<file path="src/rtl/cgra_pkg.sv">
package cgra_pkg;

    localparam int data_w   = 32;
    localparam int inst_w   = 28;
    localparam int pe_count = 4;

    typedef enum logic [3:0] {
        op_add    = 4'd0,
        op_sub    = 4'd1,
        op_mul    = 4'd2,
        op_and    = 4'd3,
        op_or     = 4'd4,
        op_xor    = 4'd5,
        op_shl    = 4'd6,
        op_shr    = 4'd7,
        op_pass_a = 4'd8,
        op_min    = 4'd9     // Unsigned minimum.
    } fu_op_t;

    typedef enum logic [2:0] {
        src_in0  = 3'd0,
        src_in1  = 3'd1,
        src_r0   = 3'd2,
        src_r1   = 3'd3,
        src_r2   = 3'd4,
        src_r3   = 3'd5,
        src_res  = 3'd6,
        src_zero = 3'd7
    } xbar_src_t;

    // One configuration word, 28 bits, most significant field first.
    typedef struct packed {
        fu_op_t     op;
        xbar_src_t  sel_a;
        xbar_src_t  sel_b;
        xbar_src_t  sel_n;
        xbar_src_t  sel_s;
        xbar_src_t  sel_w;
        xbar_src_t  sel_e;
        logic       swap_ns;   // Set puts north on in0 and west on in1.
        logic       swap_we;   // Set puts south on in2.
        logic [3:0] rf_load;   // Bit i loads register i.
    } pe_inst_t;

endpackage

</file>
<file path="src/rtl/pe_regfile.sv">
module pe_regfile import cgra_pkg::*; (
    input  logic              clk,
    input  logic              rst,
    input  logic [3:0]        rf_load,
    input  logic [data_w-1:0] in0,
    input  logic [data_w-1:0] in1,
    input  logic [data_w-1:0] in2,
    input  logic [data_w-1:0] res,
    output logic [data_w-1:0] r0,
    output logic [data_w-1:0] r1,
    output logic [data_w-1:0] r2,
    output logic [data_w-1:0] r3
);

    logic [data_w-1:0] rf_d [4];
    logic [data_w-1:0] rf_q [4];

    assign rf_d[0] = in0;
    assign rf_d[1] = in1;
    assign rf_d[2] = in2;
    assign rf_d[3] = res;   // R3 feeds back the result so the element can accumulate.

    always_ff @(posedge clk) begin
        if (rst) begin
            for (int i = 0; i < 4; i++) begin
                rf_q[i] <= '0;
            end
        end else begin
            for (int i = 0; i < 4; i++) begin
                if (rf_load[i]) begin
                    rf_q[i] <= rf_d[i];
                end
            end
        end
    end

    assign r0 = rf_q[0];
    assign r1 = rf_q[1];
    assign r2 = rf_q[2];
    assign r3 = rf_q[3];

endmodule

</file>
<file path="src/rtl/pe_crossbar.sv">
module pe_crossbar import cgra_pkg::*; (
    input  xbar_src_t         sel_a,
    input  xbar_src_t         sel_b,
    input  xbar_src_t         sel_n,
    input  xbar_src_t         sel_s,
    input  xbar_src_t         sel_w,
    input  xbar_src_t         sel_e,
    input  logic [data_w-1:0] in0,
    input  logic [data_w-1:0] in1,
    input  logic [data_w-1:0] r0,
    input  logic [data_w-1:0] r1,
    input  logic [data_w-1:0] r2,
    input  logic [data_w-1:0] r3,
    input  logic [data_w-1:0] res,
    output logic [data_w-1:0] op_a,
    output logic [data_w-1:0] op_b,
    output logic [data_w-1:0] out_n,
    output logic [data_w-1:0] out_s,
    output logic [data_w-1:0] out_w,
    output logic [data_w-1:0] out_e
);

    // Source table indexed directly by the xbar_src_t code.
    logic [data_w-1:0] src [8];

    assign src[src_in0]  = in0;
    assign src[src_in1]  = in1;
    assign src[src_r0]   = r0;
    assign src[src_r1]   = r1;
    assign src[src_r2]   = r2;
    assign src[src_r3]   = r3;
    assign src[src_res]  = res;
    assign src[src_zero] = '0;

    // Six independent selectors; any output may pick any source.
    assign op_a  = src[sel_a];
    assign op_b  = src[sel_b];
    assign out_n = src[sel_n];
    assign out_s = src[sel_s];
    assign out_w = src[sel_w];
    assign out_e = src[sel_e];

endmodule

</file>
<file path="src/rtl/pe_alu.sv">
module pe_alu import cgra_pkg::*; (
    input  fu_op_t            op,
    input  logic [data_w-1:0] a,
    input  logic [data_w-1:0] b,
    output logic [data_w-1:0] y
);

    logic [4:0] shamt;

    assign shamt = b[4:0];   // Shift distance uses the low five bits only.

    always_comb begin
        case (op)
            op_add:    y = a + b;
            op_sub:    y = a - b;
            op_mul:    y = a * b;   // Low 32 bits of the product.
            op_and:    y = a & b;
            op_or:     y = a | b;
            op_xor:    y = a ^ b;
            op_shl:    y = a << shamt;
            op_shr:    y = a >> shamt;
            op_pass_a: y = a;
            op_min:    y = (a < b) ? a : b;
            default:   y = '0;      // Unassigned opcodes produce zero.
        endcase
    end

endmodule

</file>
<file path="src/rtl/pe.sv">
module pe import cgra_pkg::*; #(
    parameter int buffer_depth = 8
) (
    input  logic              clk,
    input  logic              rst,
    input  logic              load,
    input  logic              run,
    input  pe_inst_t          inst,
    input  logic [data_w-1:0] in_n,
    input  logic [data_w-1:0] in_w,
    input  logic [data_w-1:0] in_s,
    input  logic [data_w-1:0] in_e,
    output logic [data_w-1:0] out_n,
    output logic [data_w-1:0] out_w,
    output logic [data_w-1:0] out_s,
    output logic [data_w-1:0] out_e
);

    localparam int idx_w = (buffer_depth > 1) ? $clog2(buffer_depth) : 1;

    logic [inst_w-1:0] cfg_buf [buffer_depth];
    logic [idx_w-1:0]  wr_idx;
    logic [idx_w-1:0]  run_idx;
    pe_inst_t          act;
    logic [data_w-1:0] in0;
    logic [data_w-1:0] in1;
    logic [data_w-1:0] in2;
    logic [data_w-1:0] r0;
    logic [data_w-1:0] r1;
    logic [data_w-1:0] r2;
    logic [data_w-1:0] r3;
    logic [data_w-1:0] op_a;
    logic [data_w-1:0] op_b;
    logic [data_w-1:0] fu_y;
    logic [data_w-1:0] res;

    function automatic logic [idx_w-1:0] next_idx(input logic [idx_w-1:0] idx);
        if (idx == idx_w'(buffer_depth - 1)) begin
            return '0;
        end
        return idx + 1'b1;
    endfunction

    always_ff @(posedge clk) begin
        if (rst) begin
            wr_idx  <= '0;
            run_idx <= '0;
            act     <= '0;
        end else if (load) begin   // Loading wins over run in the same cycle.
            wr_idx <= next_idx(wr_idx);
        end else if (run) begin
            run_idx <= next_idx(run_idx);
            act     <= pe_inst_t'(cfg_buf[run_idx]);
        end
    end

    always_ff @(posedge clk) begin
        if (load) begin
            cfg_buf[wr_idx] <= inst;
        end
    end

    assign in0 = act.swap_ns ? in_n : in_w;
    assign in1 = act.swap_ns ? in_w : in_n;
    assign in2 = act.swap_we ? in_s : in_e;

    pe_regfile u_rf (
        .clk(clk), .rst(rst), .rf_load(act.rf_load),
        .in0(in0), .in1(in1), .in2(in2), .res(fu_y),
        .r0(r0), .r1(r1), .r2(r2), .r3(r3)
    );

    pe_crossbar u_xbar (
        .sel_a(act.sel_a), .sel_b(act.sel_b), .sel_n(act.sel_n),
        .sel_s(act.sel_s), .sel_w(act.sel_w), .sel_e(act.sel_e),
        .in0(in0), .in1(in1), .r0(r0), .r1(r1), .r2(r2), .r3(r3), .res(res),
        .op_a(op_a), .op_b(op_b),
        .out_n(out_n), .out_s(out_s), .out_w(out_w), .out_e(out_e)
    );

    pe_alu u_alu (.op(act.op), .a(op_a), .b(op_b), .y(fu_y));

    always_ff @(posedge clk) begin
        if (rst) begin
            res <= '0;
        end else begin
            res <= fu_y;
        end
    end

endmodule

</file>
<file path="config.mk">
export PLATFORM = sky130hd
export DESIGN_NAME = pe
export DESIGN_NICKNAME = d
export VERILOG_FILES = /design/src/rtl/cgra_pkg.sv /design/src/rtl/pe_regfile.sv /design/src/rtl/pe_crossbar.sv /design/src/rtl/pe_alu.sv /design/src/rtl/pe.sv
export SDC_FILE = /design/constraint.sdc
export NUM_CORES = 2
export LEC_CHECK = 0
export BUFFER_PORTS_ARGS = -buffer_cell sky130_fd_sc_hd__buf_2
export CORE_ASPECT_RATIO = 1.5
export CORE_MARGIN = 4
export CORE_UTILIZATION = 25
export DETAILED_ROUTE_END_ITERATION = 10
export SLEW_MARGIN = 25
export SYNTH_ARGS = -nofsm -noshare
export SYNTH_HDL_FRONTEND = slang
export SYNTH_SLANG_ARGS = --single-unit
</file>
<file path="constraint.sdc">
create_clock -name clk -period 21.7 [get_ports clk]
set_input_delay 2.17 -clock clk [delete_from_list [all_inputs] [get_ports clk]]
set_output_delay 2.17 -clock clk [all_outputs]
set_load 0.05 [all_outputs]
</file>
## Word level (Yosys, flattened, before mapping)

Memories as Yosys holds them, arrays and structs flattened. A register that Yosys moved wholly into a read port is not among the register bits.
Index checks and enable logic that the tools add are counted.
Widths: inputs -> output; s select.

| word-level totals | value |
|---|---|
| register bits after elaboration | 38 |
| bits in writable memories | 352 |
| input port bits | 160 |
| output and inout bits | 128 |
| word-level logic and storage cells | 100 |
| memories kept | 2 |

| operators by class | value |
|---|---|
| add/sub/neg operators | 4 |
| $mul | 1 |
| magnitude comparators | 7 |
| equal/unequal tests | 11 |
| shifts and indexed selects | 2 |
| mux-type cells | 54 |
| bitwise operators | 14 |
| reduce and logical (&&, ||, !) cells | 2 |

Memories:

| name | depth | width | rd ports | clocked after Yosys merged registers in | wr ports | RTL line | text |
|---|---|---|---|---|---|---|---|
| cfg_buf | 8 | 28 | 1 | 1 | 1 | pe.sv:21 | `logic [inst_w-1:0] cfg_buf [buffer_depth];` |
| u_rf.rf_q | 4 | 32 | 4 | 0 | 4 | pe_regfile.sv:16 | `logic [data_w-1:0] rf_q [4];` |

Operators by type and width:

| cell | number |
|---|---|
| $mux 32 | 20 |
| $bmux 32 s3 | 6 |
| $pmux 32 s10 | 1 |
| $add 32x32->32 | 1 |
| $and 32x32->32 | 1 |
| $lt 32x32->1 | 1 |
| $mul 32x32->32 | 1 |
| $or 32x32->32 | 1 |
| $shl 32x5->32 | 1 |
| $shr 32x5->32 | 1 |
| $sub 32x32->32 | 1 |
| $xor 32x32->32 | 1 |
| $ge 4x4->1 const B | 6 |
| $not 3->4 | 6 |
| $mux 1 | 23 |
| $eq 4x3->1 const B | 4 |
| $mux 3 | 4 |
| $eq 4x2->1 const B | 2 |
| $eq 4x4->1 const B | 2 |
| $add 3x1->3 const B | 2 |
| $eq 3x3->1 const B | 2 |
| $eq 4x1->1 const B | 1 |
| $logic_not 4->1 | 1 |
| $or 1x1->1 | 4 |
| other kinds (2) | 2 |

## Longest topological paths before layout

| depth | value |
|---|---|
| word-level depth | 8 |
| gate-level depth with buffers | 40 |
| depth with buffers taken out | 33 |

## Cells and area by module

From an unflattened synthesis, not the netlist that was laid out.

| second synthesis, totals | value |
|---|---|
| cells, all modules | 5308 |
| area total of the unflattened synthesis | 52918.3 um^2 |

By module, submodules not included:

| module | times used | cells each | area an instance (um^2) | seq. area each (um^2) |
|---|---|---|---|---|
| pe_alu | 1 | 3048 | 23366.2 | 0.0 |
| pe_crossbar | 1 | 1216 | 12433.2 | 0.0 |
| pe | 1 | 758 | 11955.2 | 8047.7 |
| pe_regfile | 1 | 286 | 5163.7 | 3843.7 |

## Worst setup path before layout

No wires, ideal clock.

| timing | value |
|---|---|
| kind | input -> register |
| start | input port in_w[1] |
| end | memory u_rf.rf_q[3][30] (data pin) |
| setup time | 265 ps |
| arrival time | 10479 ps |
| required time | 21435 ps |
| setup slack | 10956 ps |
| cell stages on the path | 31 |
| buffers on the path | 5 |
| cell sequence | mux2_2 -> mux4_2 -> o22ai_1 -> buf_2 -> buf_2 -> buf_2 -> buf_1 -> buf_1 -> nor2_1 -> fa_1 -> fa_1 -> inv_1 -> fa_1 -> inv_1 -> fa_1 -> fa_1 -> fa_1 -> fa_1 -> ha_1 -> a21oi_1 -> o21bai_1 -> a21oi_1 -> o21ai_0 -> a21o_1 -> a211o_1 -> o21a_1 -> o21a_1 -> o21ai_0 -> a21oi_1 -> a2111oi_4 -> nor2_1 |

RTL lines:

| element | RTL line | text |
|---|---|---|
| start, declared | pe.sv:10 | `input logic [data_w-1:0] in_w,` |
| end, declared | pe_regfile.sv:16 |  |

==> metrics.yaml <==
cts_setup_buffers: 0
die_height_um: 557
cap_violations: 0
ys_seq_area_share_pct: 23.7
yosys_most_used_dff: "edfxtp_1"
slew_viol_final: 0
postRouteAntennaNets: 0
initial_core_util_pct: 25.1
ios: 288
cp.arrival_ps: 11980
syn-num-nets: 6104
setup_viol: 0
syn_area_per_cell_um2: 9.46
crit_required_ps: 22040
hold_violations: 0
routed_via_density: 5.65
clk_pin_slew_ps: 70
status: "complete, no violations"
min_from: "act[1]"
firstDrtPassIters: 8
layout_setup_ws_ps: 10060
fin_crit_ps: 11640
track_usage_pct: 22.9
wl_per_cell_um: 30.3
final_common_cell: "nor2_1"
slew_headroom_pct: 18.5
syn_inst: 5310
rr_startpoint: "act[5]"
rows: 201
ff2ff_path_depth: 34
rsz0062_at_grt: "false"
fmax_mhz: 85.9
netlist_area_mm2: 0.0502
crit_top_cell: "fa_1"
endpoint: "u_rf.rf_q[3][27]"
criticalPathCategory: "input port to flop"
ys_warn_count: 0
core_area_mm2: 0.200
clk_path_buf_depth: 3
grt_max_degree: 65
worstPathMaxFanout: 21
r2r_setup_slack_ps: 10160
synth_area_leaders: "edfxtp_1, fa_1, mux4_2, mux2i_1, nor2_1"
dp_hpwl_mm: 180
cts_made_buffers: 39
hold_buffers: 0
worstMarginPinSlew_ps: 1190
cts_tree: "yes"
insertion_delay_ps: 620
crit_path_max_incr_delay_ps: 840
syn_to_final_growth_pct: 12.1
root_buffer: "clkbuf_16"
grt_pass1_wl_mm: 347
netlist.area_leader.share_pct: 21.0
overflow: 0
final_cell_mix: "nor2_1, inv_1, a21oi_1, fa_1, mux2i_1"
routed_wl_mm: 245
detailedRoute.firstIterationViolations: 5253
cts_resized: 0
synth_edf_count: 352
worstSetupEndpointType: "flop"
synth.distinct_cells: 77
drive_above_1_share_pct: 17.7
cts_sinks: 418
nNetsFinal: 6207
io_buffers: 287
synth_largest_area_cell: "edfxtp_1"
synthArstFlopShare_pct: 0
crit_start: "in_w[8]"
grt_pass1_vias: 46400
r2r-end: "u_rf.rf_q[3][27]"
dr_total_vias: 45700
drc: 0
skew_ps: 41.2
die_width_um: 374
gp_congestion: 1.05
startpoint_type: "input port"
antenna_found_initial: 17
die_area_mm2: 0.208
hp-class: "flop to flop"
fin_crit_sh_pct: 53.6
synth-seq-cells: 418
setup-tns-final_ps: 0
crit_path_top_delay_cell: "a21oi_1"
htreeDepth: 2
pre_cts_slack_ps: 9760
flip-flops by register name (all words and copies together), names as in the netlist:
| name | cells |
|---|---|
| cfg_buf | 224 |
| u_rf.rf_q | 128 |
| res | 32 |
| act | 28 |
| run_idx | 3 |
| wr_idx | 3 |
cell usage after synthesis (50+ instances only):
| library cell | instances |
|---|---|
| fa_1 | 410 |
| buf_1 | 74 |
| dfxtp_1 | 66 |
| mux2_2 | 113 |
| mux2i_1 | 405 |
| ha_1 | 224 |
| edfxtp_1 | 352 |
| a211oi_1 | 65 |
| nor2_1 | 842 |
| nand2_1 | 377 |
| nor2b_1 | 91 |
| xnor2_1 | 85 |
| o211ai_1 | 52 |
| a21oi_1 | 435 |
| o221ai_1 | 50 |
| inv_1 | 480 |
| clkbuf_1 | 267 |
| o21ai_0 | 166 |
| mux4_2 | 215 |
metal layers:
layer	global-route usage, %	wire (um)	share of wire (%)
met2	37.4	114000	47
met3	5.19	23100	9.4
met4	18.7	24400	9.9
met1	25.6	83700	34
met5	0	60	0.024
final cells by class:
cell class | count | area [um2]
tap | 2639 | 3300
timing repair buffer | 455 | 2720
fill | 21000 | 144000
clock inverter | 28 | 238
multi-input combinational | 4003 | 35200
clock buffer | 44 | 995
antenna | 9 | 22.5
inverter | 496 | 1860
sequential | 418 | 12000
worst max-delay path: cells and delay by family:
| family | cells | cell delay (ps) |
|---|---|---|
| mux | 2 | 840 |
| buf+inv | 10 | 1410 |
| compound gates | 6 | 2160 |
| fa+ha+maj | 10 | 4270 |
| xor+xnor | 1 | 240 |
| simple gates | 5 | 810 |
per-stage QoR:
step                      instance area (um2)  hold slack, ps  util [%]  instances
after floorplan                         50200             487         -       5310
after global placement                  54900             513      27.5       8007
after detailed placement                54900             512      27.5       8007
after CTS                               56200             523      28.1       8079
after global routing                    56300             545      28.2       8085
final                                   56300             521      28.2       8092
logic make-up (layout without fill, tap and decap cells):
family,count (synthesis),count (layout),synth area share [%]
compound gates,1040,1040,12.9
other cells,0,9,0
simple gates,1485,1485,12.3
mux,734,734,20.3
xor+xnor,110,110,2.08
flops,418,418,23.7
buf+inv,889,1023,6.88
fa+ha+maj,634,634,21.9
worst min-delay path by stage:
stage	end	slack, ps	depth (start not counted)
after global routing	act[1]	540	2
after floorplan	act[0]	490	2
after detailed placement	act[1]	510	2
final	act[1]	520	2
after global placement	act[1]	510	2
after CTS	act[1]	520	2
Power is not shown: default switching activity piles up to over one toggle a cycle in this logic, so the estimate is an artifact.
